===== src/hw/autotest_pkg.sv =====
/*
  autotest_pkg
  types, SD block layout and constants shared by the cipher self-test harness
*/
package autotest_pkg;

  localparam int TEXT_W   = 64;
  localparam int KEY_W    = 80;
  localparam int CYCLES_W = 32;
  localparam int COUNT_W  = 32;
  localparam int ADDR_W   = 32;
  localparam int IDX_W    = 10;

  typedef logic [TEXT_W-1:0]   text_t;
  typedef logic [KEY_W-1:0]    key_t;
  typedef logic [CYCLES_W-1:0] cycles_t;
  typedef logic [COUNT_W-1:0]  count_t;
  typedef logic [ADDR_W-1:0]   sd_addr_t;
  typedef logic [IDX_W-1:0]    byte_idx_t;

  localparam int SD_BLOCK_BYTES = 512;

  // field lengths in bytes
  localparam int SIG_BYTES    = 4;
  localparam int TEXT_BYTES   = TEXT_W / 8;
  localparam int KEY_BYTES    = KEY_W / 8;
  localparam int CYCLES_BYTES = CYCLES_W / 8;

  localparam logic [31:0] SIG_VALUE = 32'hAABB_CCDD;

  // read block layout
  localparam byte_idx_t OFS_SIG    = 10'd0;
  localparam byte_idx_t OFS_TEXT   = 10'd4;
  localparam byte_idx_t OFS_KEY    = 10'd12;
  localparam byte_idx_t OFS_MODE   = 10'd22;
  localparam byte_idx_t OFS_EXPECT = 10'd23;

  // write block layout
  localparam byte_idx_t OFS_RES_TEXT   = 10'd0;
  localparam byte_idx_t OFS_RES_CYCLES = 10'd8;
  localparam byte_idx_t OFS_RES_MATCH  = 10'd12;

  localparam logic [7:0] FILL_BYTE = 8'hFF;

  localparam sd_addr_t START_BLOCK = 32'h0010_0000;

  // unsigned wrap makes indices below ofs fall outside too
  function automatic logic in_field(input byte_idx_t idx, input byte_idx_t ofs,
                                    input int unsigned len);
    byte_idx_t rel;
    rel = idx - ofs;
    return rel < len;
  endfunction

endpackage

===== src/hw/sd_autotest.sv =====
/*
  sd_autotest
  SD-card-driven self-test harness for a 64-bit block cipher, sequencer
  beside the test vector and result register blocks
*/
`timescale 1ns/1ps

module sd_autotest (
  input  logic                   clk,
  input  logic                   rst,
  // SD host controller
  input  logic                   sd_busy_i,
  input  logic [7:0]             sd_data_i,
  output logic                   sd_rst_o,
  output logic                   sd_rd_block_o,
  output logic                   sd_rd_byte_o,
  output logic                   sd_wr_block_o,
  output logic                   sd_wr_byte_o,
  output autotest_pkg::sd_addr_t sd_addr_o,
  output logic [7:0]             sd_data_o,
  // cipher under test
  input  autotest_pkg::text_t    uut_text_i,
  input  logic                   uut_end_i,
  output logic                   uut_rst_o,
  output autotest_pkg::text_t    uut_text_o,
  output autotest_pkg::key_t     uut_key_o,
  output logic                   uut_encdec_o,
  // status
  output autotest_pkg::count_t   error_count_o,
  output logic                   done_o
);

  autotest_pkg::byte_idx_t byte_idx;
  autotest_pkg::text_t     expect_text;
  logic                    vec_clr;
  logic                    vec_wr;
  logic                    exec_clr;
  logic                    exec_en;
  logic                    capture;
  logic                    compare;
  logic                    sig_ok;

  autotest_sequencer u_seq (
    .clk           (clk),
    .rst           (rst),
    .sd_busy_i     (sd_busy_i),
    .uut_end_i     (uut_end_i),
    .sig_ok_i      (sig_ok),
    .sd_rst_o      (sd_rst_o),
    .sd_rd_block_o (sd_rd_block_o),
    .sd_rd_byte_o  (sd_rd_byte_o),
    .sd_wr_block_o (sd_wr_block_o),
    .sd_wr_byte_o  (sd_wr_byte_o),
    .sd_addr_o     (sd_addr_o),
    .uut_rst_o     (uut_rst_o),
    .byte_idx_o    (byte_idx),
    .vec_clr_o     (vec_clr),
    .vec_wr_o      (vec_wr),
    .exec_clr_o    (exec_clr),
    .exec_en_o     (exec_en),
    .capture_o     (capture),
    .compare_o     (compare),
    .done_o        (done_o)
  );

  test_vector_regs u_vec (
    .clk        (clk),
    .rst        (rst),
    .clr_i      (vec_clr),
    .wr_i       (vec_wr),
    .byte_idx_i (byte_idx),
    .data_i     (sd_data_i),
    .text_o     (uut_text_o),
    .key_o      (uut_key_o),
    .encdec_o   (uut_encdec_o),
    .expect_o   (expect_text),
    .sig_ok_o   (sig_ok)
  );

  result_regs u_res (
    .clk           (clk),
    .rst           (rst),
    .exec_clr_i    (exec_clr),
    .exec_en_i     (exec_en),
    .capture_i     (capture),
    .compare_i     (compare),
    .uut_text_i    (uut_text_i),
    .expect_i      (expect_text),
    .byte_idx_i    (byte_idx),
    .data_o        (sd_data_o),
    .error_count_o (error_count_o)
  );

endmodule


===== src/hw/autotest_sequencer.sv =====
/*
  autotest_sequencer
  FSM for the self-test run: SD reset, block read, signature check, UUT run,
  result compare and block write-back, then on to the next address
*/
`timescale 1ns/1ps

module autotest_sequencer (
  input  logic                    clk,
  input  logic                    rst,
  input  logic                    sd_busy_i,
  input  logic                    uut_end_i,
  input  logic                    sig_ok_i,
  output logic                    sd_rst_o,
  output logic                    sd_rd_block_o,
  output logic                    sd_rd_byte_o,
  output logic                    sd_wr_block_o,
  output logic                    sd_wr_byte_o,
  output autotest_pkg::sd_addr_t  sd_addr_o,
  output logic                    uut_rst_o,
  output autotest_pkg::byte_idx_t byte_idx_o,
  output logic                    vec_clr_o,
  output logic                    vec_wr_o,
  output logic                    exec_clr_o,
  output logic                    exec_en_o,
  output logic                    capture_o,
  output logic                    compare_o,
  output logic                    done_o
);

  typedef enum logic [3:0] {
    S_SD_RST,
    S_IDLE,
    S_RD_REQ,
    S_RD_BYTE,
    S_SIG_CHECK,
    S_RUN,
    S_CAPTURE,
    S_COMPARE,
    S_WR_REQ,
    S_WR_BYTE,
    S_ADDR_ADV,
    S_HALT
  } state_t;

  state_t                  state;
  state_t                  state_nxt;
  logic                    busy_seen;
  logic                    in_hs;
  logic                    xfer_done;
  logic                    last_byte;
  autotest_pkg::byte_idx_t byte_cnt;
  autotest_pkg::sd_addr_t  blk_addr;

  // states that run the strobe and busy handshake
  assign in_hs = (state == S_SD_RST) || (state == S_RD_REQ) || (state == S_RD_BYTE) ||
                 (state == S_WR_REQ) || (state == S_WR_BYTE);

  // step finished once busy has risen and fallen again
  assign xfer_done = in_hs && busy_seen && !sd_busy_i;

  assign last_byte = (byte_cnt == autotest_pkg::byte_idx_t'(autotest_pkg::SD_BLOCK_BYTES - 1));

  always_comb begin
    state_nxt = state;
    case (state)
      S_SD_RST: begin
        if (xfer_done) begin
          state_nxt = S_IDLE;
        end
      end
      S_IDLE: begin
        if (!sd_busy_i) begin
          state_nxt = S_RD_REQ;
        end
      end
      S_RD_REQ: begin
        if (xfer_done) begin
          state_nxt = S_RD_BYTE;
        end
      end
      S_RD_BYTE: begin
        if (xfer_done && last_byte) begin
          state_nxt = S_SIG_CHECK;
        end
      end
      S_SIG_CHECK: begin
        state_nxt = sig_ok_i ? S_RUN : S_HALT;
      end
      S_RUN: begin
        if (uut_end_i) begin
          state_nxt = S_CAPTURE;
        end
      end
      S_CAPTURE: state_nxt = S_COMPARE;
      S_COMPARE: state_nxt = S_WR_REQ;
      S_WR_REQ: begin
        if (xfer_done) begin
          state_nxt = S_WR_BYTE;
        end
      end
      S_WR_BYTE: begin
        if (xfer_done && last_byte) begin
          state_nxt = S_ADDR_ADV;
        end
      end
      S_ADDR_ADV: state_nxt = S_IDLE;
      S_HALT:     state_nxt = S_HALT;
      default:    state_nxt = S_HALT;
    endcase
  end

  always_ff @(posedge clk) begin
    if (rst) begin
      state     <= S_SD_RST;
      busy_seen <= 1'b0;
    end else begin
      state <= state_nxt;
      if (xfer_done) begin
        busy_seen <= 1'b0;
      end else if (in_hs && sd_busy_i) begin
        busy_seen <= 1'b1;
      end
    end
  end

  // byte position within the current block
  always_ff @(posedge clk) begin
    if (rst) begin
      byte_cnt <= '0;
    end else if ((state == S_IDLE) || (state == S_COMPARE)) begin
      byte_cnt <= '0;
    end else if (((state == S_RD_BYTE) || (state == S_WR_BYTE)) && xfer_done) begin
      byte_cnt <= byte_cnt + 1'b1;
    end
  end

  always_ff @(posedge clk) begin
    if (rst) begin
      blk_addr <= autotest_pkg::START_BLOCK;
    end else if (state == S_ADDR_ADV) begin
      blk_addr <= blk_addr + 1'b1;
    end
  end

  // requests drop as soon as the host answers with busy
  assign sd_rst_o      = (state == S_SD_RST) && !busy_seen;
  assign sd_rd_block_o = (state == S_RD_REQ) || (state == S_RD_BYTE);
  assign sd_rd_byte_o  = (state == S_RD_BYTE) && !busy_seen;
  assign sd_wr_block_o = (state == S_WR_REQ) || (state == S_WR_BYTE);
  assign sd_wr_byte_o  = (state == S_WR_BYTE) && !busy_seen;
  assign sd_addr_o     = blk_addr;

  assign uut_rst_o  = (state != S_RUN);
  assign byte_idx_o = byte_cnt;
  assign vec_clr_o  = (state == S_IDLE);
  assign vec_wr_o   = (state == S_RD_BYTE) && xfer_done;
  assign exec_clr_o = (state == S_IDLE);
  assign exec_en_o  = (state == S_RUN) && !uut_end_i;
  assign capture_o  = (state == S_CAPTURE);
  assign compare_o  = (state == S_COMPARE);
  assign done_o     = (state == S_HALT);

endmodule


===== src/hw/result_regs.sv =====
/*
  result_regs
  UUT output capture, execution cycle and mismatch counters, and byte
  selection for the result block written back to the card
*/
`timescale 1ns/1ps

module result_regs (
  input  logic                    clk,
  input  logic                    rst,
  input  logic                    exec_clr_i,
  input  logic                    exec_en_i,
  input  logic                    capture_i,
  input  logic                    compare_i,
  input  autotest_pkg::text_t     uut_text_i,
  input  autotest_pkg::text_t     expect_i,
  input  autotest_pkg::byte_idx_t byte_idx_i,
  output logic [7:0]              data_o,
  output autotest_pkg::count_t    error_count_o
);

  autotest_pkg::text_t     out_text;
  autotest_pkg::cycles_t   cycles;
  logic                    match;
  autotest_pkg::count_t    err_cnt;

  autotest_pkg::byte_idx_t rel_text;
  autotest_pkg::byte_idx_t rel_cycles;

  // captured output
  always_ff @(posedge clk) begin
    if (capture_i) begin
      out_text <= uut_text_i;
    end
  end

  // cycles spent by the UUT on this vector
  always_ff @(posedge clk) begin
    if (rst || exec_clr_i) begin
      cycles <= '0;
    end else if (exec_en_i) begin
      cycles <= cycles + 1'b1;
    end
  end

  // mismatch counter runs across all blocks
  always_ff @(posedge clk) begin
    if (rst) begin
      match   <= 1'b0;
      err_cnt <= '0;
    end else if (compare_i) begin
      match <= (out_text == expect_i);
      if (out_text != expect_i) begin
        err_cnt <= err_cnt + 1'b1;
      end
    end
  end

  assign rel_text   = byte_idx_i - autotest_pkg::OFS_RES_TEXT;
  assign rel_cycles = byte_idx_i - autotest_pkg::OFS_RES_CYCLES;

  // write block layout, lsb first for multi-byte fields
  always_comb begin
    data_o = autotest_pkg::FILL_BYTE;
    if (autotest_pkg::in_field(byte_idx_i, autotest_pkg::OFS_RES_TEXT,
                               autotest_pkg::TEXT_BYTES)) begin
      data_o = out_text[8*rel_text +: 8];
    end else if (autotest_pkg::in_field(byte_idx_i, autotest_pkg::OFS_RES_CYCLES,
                                        autotest_pkg::CYCLES_BYTES)) begin
      data_o = cycles[8*rel_cycles +: 8];
    end else if (byte_idx_i == autotest_pkg::OFS_RES_MATCH) begin
      data_o = {7'b0, match};
    end
  end

  assign error_count_o = err_cnt;

endmodule


===== src/hw/test_vector_regs.sv =====
/*
  test_vector_regs
  captures signature, plaintext, key, mode and expected result from the
  SD read stream by byte index and checks the block signature
*/
`timescale 1ns/1ps

module test_vector_regs (
  input  logic                    clk,
  input  logic                    rst,
  input  logic                    clr_i,
  input  logic                    wr_i,
  input  autotest_pkg::byte_idx_t byte_idx_i,
  input  logic [7:0]              data_i,
  output autotest_pkg::text_t     text_o,
  output autotest_pkg::key_t      key_o,
  output logic                    encdec_o,
  output autotest_pkg::text_t     expect_o,
  output logic                    sig_ok_o
);

  logic [31:0]               sig;
  autotest_pkg::text_t       text;
  autotest_pkg::key_t        key;
  logic                      encdec;
  autotest_pkg::text_t       expect_val;

  autotest_pkg::byte_idx_t   rel_sig;
  autotest_pkg::byte_idx_t   rel_text;
  autotest_pkg::byte_idx_t   rel_key;
  autotest_pkg::byte_idx_t   rel_expect;

  assign rel_sig    = byte_idx_i - autotest_pkg::OFS_SIG;
  assign rel_text   = byte_idx_i - autotest_pkg::OFS_TEXT;
  assign rel_key    = byte_idx_i - autotest_pkg::OFS_KEY;
  assign rel_expect = byte_idx_i - autotest_pkg::OFS_EXPECT;

  always_ff @(posedge clk) begin
    if (rst || clr_i) begin
      sig        <= '0;
      text       <= '0;
      key        <= '0;
      encdec     <= 1'b0;
      expect_val <= '0;
    end else if (wr_i) begin
      // signature arrives msb first
      if (autotest_pkg::in_field(byte_idx_i, autotest_pkg::OFS_SIG,
                                 autotest_pkg::SIG_BYTES)) begin
        sig[8*(autotest_pkg::SIG_BYTES-1-rel_sig) +: 8] <= data_i;
      end
      if (autotest_pkg::in_field(byte_idx_i, autotest_pkg::OFS_TEXT,
                                 autotest_pkg::TEXT_BYTES)) begin
        text[8*rel_text +: 8] <= data_i;
      end
      if (autotest_pkg::in_field(byte_idx_i, autotest_pkg::OFS_KEY,
                                 autotest_pkg::KEY_BYTES)) begin
        key[8*rel_key +: 8] <= data_i;
      end
      if (byte_idx_i == autotest_pkg::OFS_MODE) begin
        encdec <= data_i[0];
      end
      if (autotest_pkg::in_field(byte_idx_i, autotest_pkg::OFS_EXPECT,
                                 autotest_pkg::TEXT_BYTES)) begin
        expect_val[8*rel_expect +: 8] <= data_i;
      end
    end
  end

  assign text_o   = text;
  assign key_o    = key;
  assign encdec_o = encdec;
  assign expect_o = expect_val;
  assign sig_ok_o = (sig == autotest_pkg::SIG_VALUE);

endmodule


===== config.mk =====
export PLATFORM = sky130hd
export DESIGN_NAME = sd_autotest
export DESIGN_NICKNAME = d
export VERILOG_FILES = /design/src/hw/autotest_pkg.sv /design/src/hw/sd_autotest.sv /design/src/hw/autotest_sequencer.sv /design/src/hw/result_regs.sv /design/src/hw/test_vector_regs.sv
export SDC_FILE = /design/constraint.sdc
export NUM_CORES = 1
export LEC_CHECK = 0
export ABC_CLOCK_PERIOD_IN_PS = 10900
export CAP_MARGIN = 10
export CORE_ASPECT_RATIO = 0.9
export CORE_MARGIN = 8
export CORE_UTILIZATION = 45
export DETAILED_ROUTE_END_ITERATION = 10
export DONT_BUFFER_PORTS = 1
export PLACE_DENSITY = 0.65
export SLEW_MARGIN = 0
export SYNTH_ARGS = -nofsm -noshare
export SYNTH_HDL_FRONTEND = slang
export SYNTH_SLANG_ARGS = --single-unit
export TNS_END_PERCENT = 5

===== constraint.sdc =====
create_clock -name clk -period 10.9 [get_ports clk]
set_input_delay 2.725 -clock clk [delete_from_list [all_inputs] [get_ports clk]]
set_output_delay 2.725 -clock clk [all_outputs]
set_load 0.05 [all_outputs]

Word level (Yosys, flattened, before mapping):

Cells that the tools add are included.

* bits of input ports: 76
* output and inout bits: 224
* register bits: 417
* logic and storage cells: 115

* equality and inequality tests: 25
* add/subtract/negate cells: 13
* reductions and logical operators: 32
* magnitude comparators: 6
* mux-type cells: 16
* shifts and indexed selects: 10

Operators with widths (number)
* 64-bit bitwise mux: 2
* 8-bit by 34-bit variable shift with 64-bit output (first input constant): 2
* 8-bit by 34-bit variable part select with 64-bit output: 2
* 13-bit negator with 34-bit output: 3
* 32-bit by 1-bit adder with 32-bit output (second input constant): 3
* 80-bit bitwise mux: 1
* 8-bit by 34-bit variable shift with 80-bit output (first input constant): 1
* 8-bit by 34-bit variable part select with 80-bit output: 1
* 64-bit equality test: 1
* 64-bit inequality test: 1
* 64-bit by 14-bit variable part select with 8-bit output: 1
* 4-bit case mux with 11 select lines: 1
* 10-bit by 4-bit < comparator with 1-bit output (second input constant): 4
* 32-bit negator with 34-bit output: 1
* 8-bit by 34-bit variable shift with 32-bit output (first input constant): 1
* 8-bit by 34-bit variable part select with 32-bit output: 1
* 32-bit bitwise mux: 1
* 32-bit equality test (second input constant): 1
* 4-bit two-way mux: 8
* 32-bit by 14-bit variable part select with 8-bit output: 1
* 8-bit two-way mux: 3
* 10-bit by 3-bit < comparator with 1-bit output (second input constant): 2
* 10-bit by 4-bit subtractor with 10-bit output (second input constant): 2
* 4-bit by 3-bit equality test with 1-bit output (second input constant): 4
* other kinds (20): 54

Longest topological paths before layout:

* depth after elaboration: 10
* depth in mapped cells: 19
* mapped depth without buffers: 16

Modules after synthesis:

A second synthesis with hierarchy kept.

* cells, all modules: 2260
* area, all modules: 20293.2 µm²

Modules (own cells, without submodules)
* test_vector_regs: instances 1, seq. area each 4824.6 µm², cells each 1378, area each 11239.5 µm²
* result_regs: instances 1, seq. area each 3223.1 µm², cells each 582, area each 6513.7 µm²
* autotest_sequencer: instances 1, seq. area each 940.9 µm², cells each 300, area each 2539.9 µm²

Least setup slack after synthesis:

No wires, ideal clock.

* kind: flip-flop to output port
* from: register u_seq.byte_cnt[1], in the netlist u_seq.byte_idx_o[1]
* to: output sd_data_o[0]
* data arrival time: 3.154 ns
* path buffers: 5
* setup slack: 5.021 ns
* required time: 8.175 ns
* cell stages (with the launch flop): 13
* cell sequence: dfxtp_1 -> buf_2 -> buf_1 -> clkbuf_1 -> clkinv_1 -> ha_1 -> clkbuf_1 -> nand4_1 -> and2_1 -> clkbuf_1 -> a221o_1 -> nor2_1 -> a21oi_1

* word-level cells in the longest chain between the ends: 4
* elaborated cells between the ends (all ways): 9

Ends and longest elaborated chain
* from (decl): line autotest_sequencer.sv:52 `autotest_pkg::byte_idx_t byte_cnt;`
* from (signal assigned): line autotest_sequencer.sv:134 `byte_cnt <= byte_cnt + 1'b1;`
* 10-bit by 4-bit subtractor with 10-bit output or 10-bit by 4-bit equality test with 1-bit output (tied branches): line autotest_pkg.sv:51, result_regs.sv:60, result_regs.sv:71
* 32-bit by 14-bit variable part select with 8-bit output (tied with other cells): line result_regs.sv:70 `data_o = cycles[8*rel_cycles +: 8];`
* 8-bit two-way mux: line result_regs.sv:68 `end else if (autotest_pkg::in_field(byte_idx_i, autotest_pkg::OFS_RES_CYCLES,`
* 8-bit two-way mux (*): line result_regs.sv:65 `if (autotest_pkg::in_field(byte_idx_i, autotest_pkg::OFS_RES_TEXT,`
* to (decl): line sd_autotest.sv:20 `output logic [7:0] sd_data_o,`

Mark *: on every way between the ends. The rest lies on a longest branch, timed or not.

Final worst setup path:

* from: register u_seq.byte_cnt[4], in the netlist u_seq.byte_idx_o[4]
* to: output sd_data_o[6]

Same word-level chain as after synthesis.

==> results.yml <==
synthesis:
  yosys_most_used_dff: "dfxtp_1"
  yosys_warnings: 0
  syn-cell-area_um2: 19400
  ys_seq_area_frac: 0.464
  synth_edf_count: 64
  syn_avg_cell_area_um2: 9.13
  async_reset_ff_frac: 0
  synth-seq-cells: 417
  synthCells: 2125
  syn-num-nets: 2227
  yosysUniqueCellTypes: 79
final_layout:
  layoutNonFillerInstCount: 2651
  synthToLayoutAreaGrowth_pct: 9.65
  nNetsFinal: 2166
  antenna_cells: 0
  drive_gt1_frac: 0.0740
cts:
  cts_made_buffers: 44
  cts.htree.levels: 2
  ctsHoldBuffers: 0
  clk_path_buf_depth: 3
  clock_latency_ns: 0.58
  tritoncts: "built"
  root_buffer: "clkbuf_16"
  cts.clk_slew.worst_paths_ns: 0.06
  cts_resized: 0
  postCtsSetupBuffers: 0
  clock_sinks: 417
setup_path:
  crit_type: "flop to primary output"
  max_stage_delay_ns: 0.89
  critPathMaxFanout: 24
  crit_chain: "inv_1 -> ha_1 -> nor2_1 -> a32o_1 -> nand4_1 -> nor3_1 -> a211oi_1 -> a31oi_1 -> buf_4"
  reg2reg_depth: 17
  cp.required_ns: 8.18
  endpoint_kind: "primary output"
  arrival_ns: 4.26
  critPathLaunchType: "flop"
  worst_path_max_delay_cell: "dfxtp_1"
timing:
  period_share: 0.640
  fmax_mhz: 143
  worst_slew_pin_slew_ns: 1.15
  final_hold_viol_count: 0
  drv_slew: 0
  setup_viol: 0
  relSlewSlack: 0.227
  fin_crit_ns: 6.98
  fin_setup_tns_ns: 0
  rsz0062_at_grt: "false"
  clock_skew_ns: 0.0245
drt:
  wire_per_inst_um: 21.5
  antenna_left: 0
  vias: 15700
  drc: 0
  wl_mm: 57.1
  vias_per_cell: 5.91
  drtPass1Iterations: 7
  drt_iter0_drc: 1346
die:
  die_h_um: 213
  die_area_um2: 50000
  die_w_um: 235
  core-area_um2: 42800
  fp-row-count: 72
  initial_utilization: 0.453
  pin_count: 300
global_routing:
  overflow: 0
  antenna_found_initial: 0
  grt_max_degree: 95
  track_usage: 0.218
  grt_pass1_wl_mm: 88.1
  grt_pass1_vias: 15000
power_and_ir_drop:
  leakagePower_uw: 0.00719
  pwr-share-clk: 0.480
  vdd_drop_max_mv: 0.160
  comb_power_share: 0.028
  netSwitchingPower_uw: 707
  intPower_uw: 2480
  p_seq_frac: 0.492
  switching_share: 0.222
  p_per_area_nw_per_um2: 150
flow_run:
  drv_cap: 0
placement:
  place_inst: 2572
  gp_congestion: 0.916
  io_buffers: 0
  dpl.hpwl_mm: 41.1
run_status:
  status: "finished clean"
worst_hold_path:
  hold_depth: 2
  min_path_type: "flop to flop"
==> flip-flops by register name, indices dropped and copies added, names as in the netlist <==
signal	cells
u_res.cycles	32
u_vec.text_o	64
u_res.error_count_o	32
u_seq.sd_addr_o	32
u_seq.busy_seen	1
u_seq.byte_idx_o	10
u_res.out_text	64
u_vec.encdec_o	1
u_res.match	1
u_seq.state	4
u_vec.sig	32
u_vec.key_o	80
u_vec.expect_o	64
==> path summary, 6_finish.rpt <==
path                            slack, ns      endpoint                start
worst max-delay path                 3.92  sd_data_o[6]  u_seq.byte_idx_o[4]
worst min register to register       0.45  u_vec.sig[5]         u_vec.sig[5]
worst max register to register       5.34  u_vec.sig[8]  u_seq.byte_idx_o[2]
worst min-delay path                 0.45  u_vec.sig[5]         u_vec.sig[5]
==> worst max-delay path: cells and delay by family, from the launching register on <==
family | cells | cell delay, ns
adders and majority gates | 1 | 0.31
AOI/OAI and AO/OA | 3 | 0.78
buffers and inverters | 2 | 0.55
and+or+nand+nor | 3 | 1.15
DFF | 1 | 0.89
==> cell usage in the layout (no fill, tap or decap), types with 5 or more instances in the layout <==
master,Yosys,final
and4_1,9,9
xor2_1,48,48
nand3_1,224,224
nand4b_1,5,5
a31oi_1,11,11
mux2i_1,86,86
and3_1,20,20
buf_4,1,23
nor4b_1,5,5
inv_1,20,20
nand2_1,261,260
nand4_1,64,64
ha_1,26,26
bufinv_16,0,5
edfxtp_1,64,64
o21ai_0,161,161
a21oi_1,51,50
a211oi_1,8,8
nor4_1,19,19
nor4bb_1,6,6
or3_1,35,35
nand3b_1,30,30
dfxtp_1,353,351
clkinv_2,0,5
and2_1,34,34
clkbuf_1,98,10
nor3_2,0,5
nor3_1,30,25
xnor2_1,107,107
or2_2,5,5
clkinv_1,4,5
mux4_2,24,24
or4_1,5,5
nand2b_1,10,10
nor2b_1,15,15
clkbuf_16,0,44
clkbuf_8,0,6
nor2_1,168,168
o211ai_1,5,5
==> area by class of cell <==
| type | count | area, um^2 |
|---|---|---|
| fill | 3903 | 21500 |
| timing repair buffer | 24 | 180 |
| clock inverter | 18 | 245 |
| inverter | 24 | 90.1 |
| tap | 555 | 694 |
| multi-input combinational | 1553 | 9840 |
| sequential | 417 | 8990 |
| clock buffer | 60 | 1220 |
==> cells in the mapped netlist, drive strengths merged, types with 20 or more instances <==
library cell / n / share of area
a21oi: 51 / 0.013
and2: 38 / 0.012
and3: 20 / 0.0065
buf: 33 / 0.0074
clkbuf: 98 / 0.019
dfxtp: 353 / 0.36
edfxtp: 64 / 0.099
ha: 26 / 0.017
inv: 20 / 0.0039
mux2i: 86 / 0.044
mux4: 24 / 0.028
nand2: 261 / 0.051
nand3: 229 / 0.062
nand3b: 30 / 0.012
nand4: 64 / 0.021
nor2: 169 / 0.033
nor3: 30 / 0.0077
nor4: 21 / 0.0079
o21ai: 162 / 0.042
or3: 35 / 0.011
xnor2: 107 / 0.048
xor2: 48 / 0.022
==> kinds of logic after synthesis <==
kind of cell               after synthesis  share of synthesized area
AOI/OAI and AO/OA                      284                     0.0896
adders and majority gates               26                     0.0168
and+or+nand+nor                        975                      0.255
DFF                                    417                      0.464
muxes                                  113                     0.0740
xor gates and xnor gates               155                     0.0700
buffers and inverters                  155                     0.0310
==> through the flow <==
step           hold WS (ns)   util  area (um^2)  power [uW]  setup slack (ns)
2_1_floorplan         0.433      -        19400        1680              5.02
3_3_place_gp          0.441  0.462        19800        1690              4.60
3_5_place_dp          0.449  0.462        19800        1690              4.56
4_1_cts               0.457  0.497        21300        3220              3.94
5_1_grt               0.477  0.497        21300        3290              3.72
6_report              0.454  0.497        21300        3190              3.92
==> power by group through the flow <==
stage               combinational (uW)  clock (uW)  sequential (uW)
global placement                  87.5           0             1600
CTS                               88.1        1560             1570
global route                      96.0        1620             1570
detailed placement                88.2           0             1600
floorplan                         81.1           0             1600
finish                            88.0        1530             1570
==> metal layers <==
metal | track usage | vias up | wire [um]
met5 | 0 | - | 0
met4 | 0.0795 | 0 | 1690
met3 | 0.0462 | 102 | 3810
met2 | 0.381 | 516 | 28300
met1 | 0.264 | 7629 | 23300
li1 | - | 7424 | -
Power figures use the tool's default switching activity.
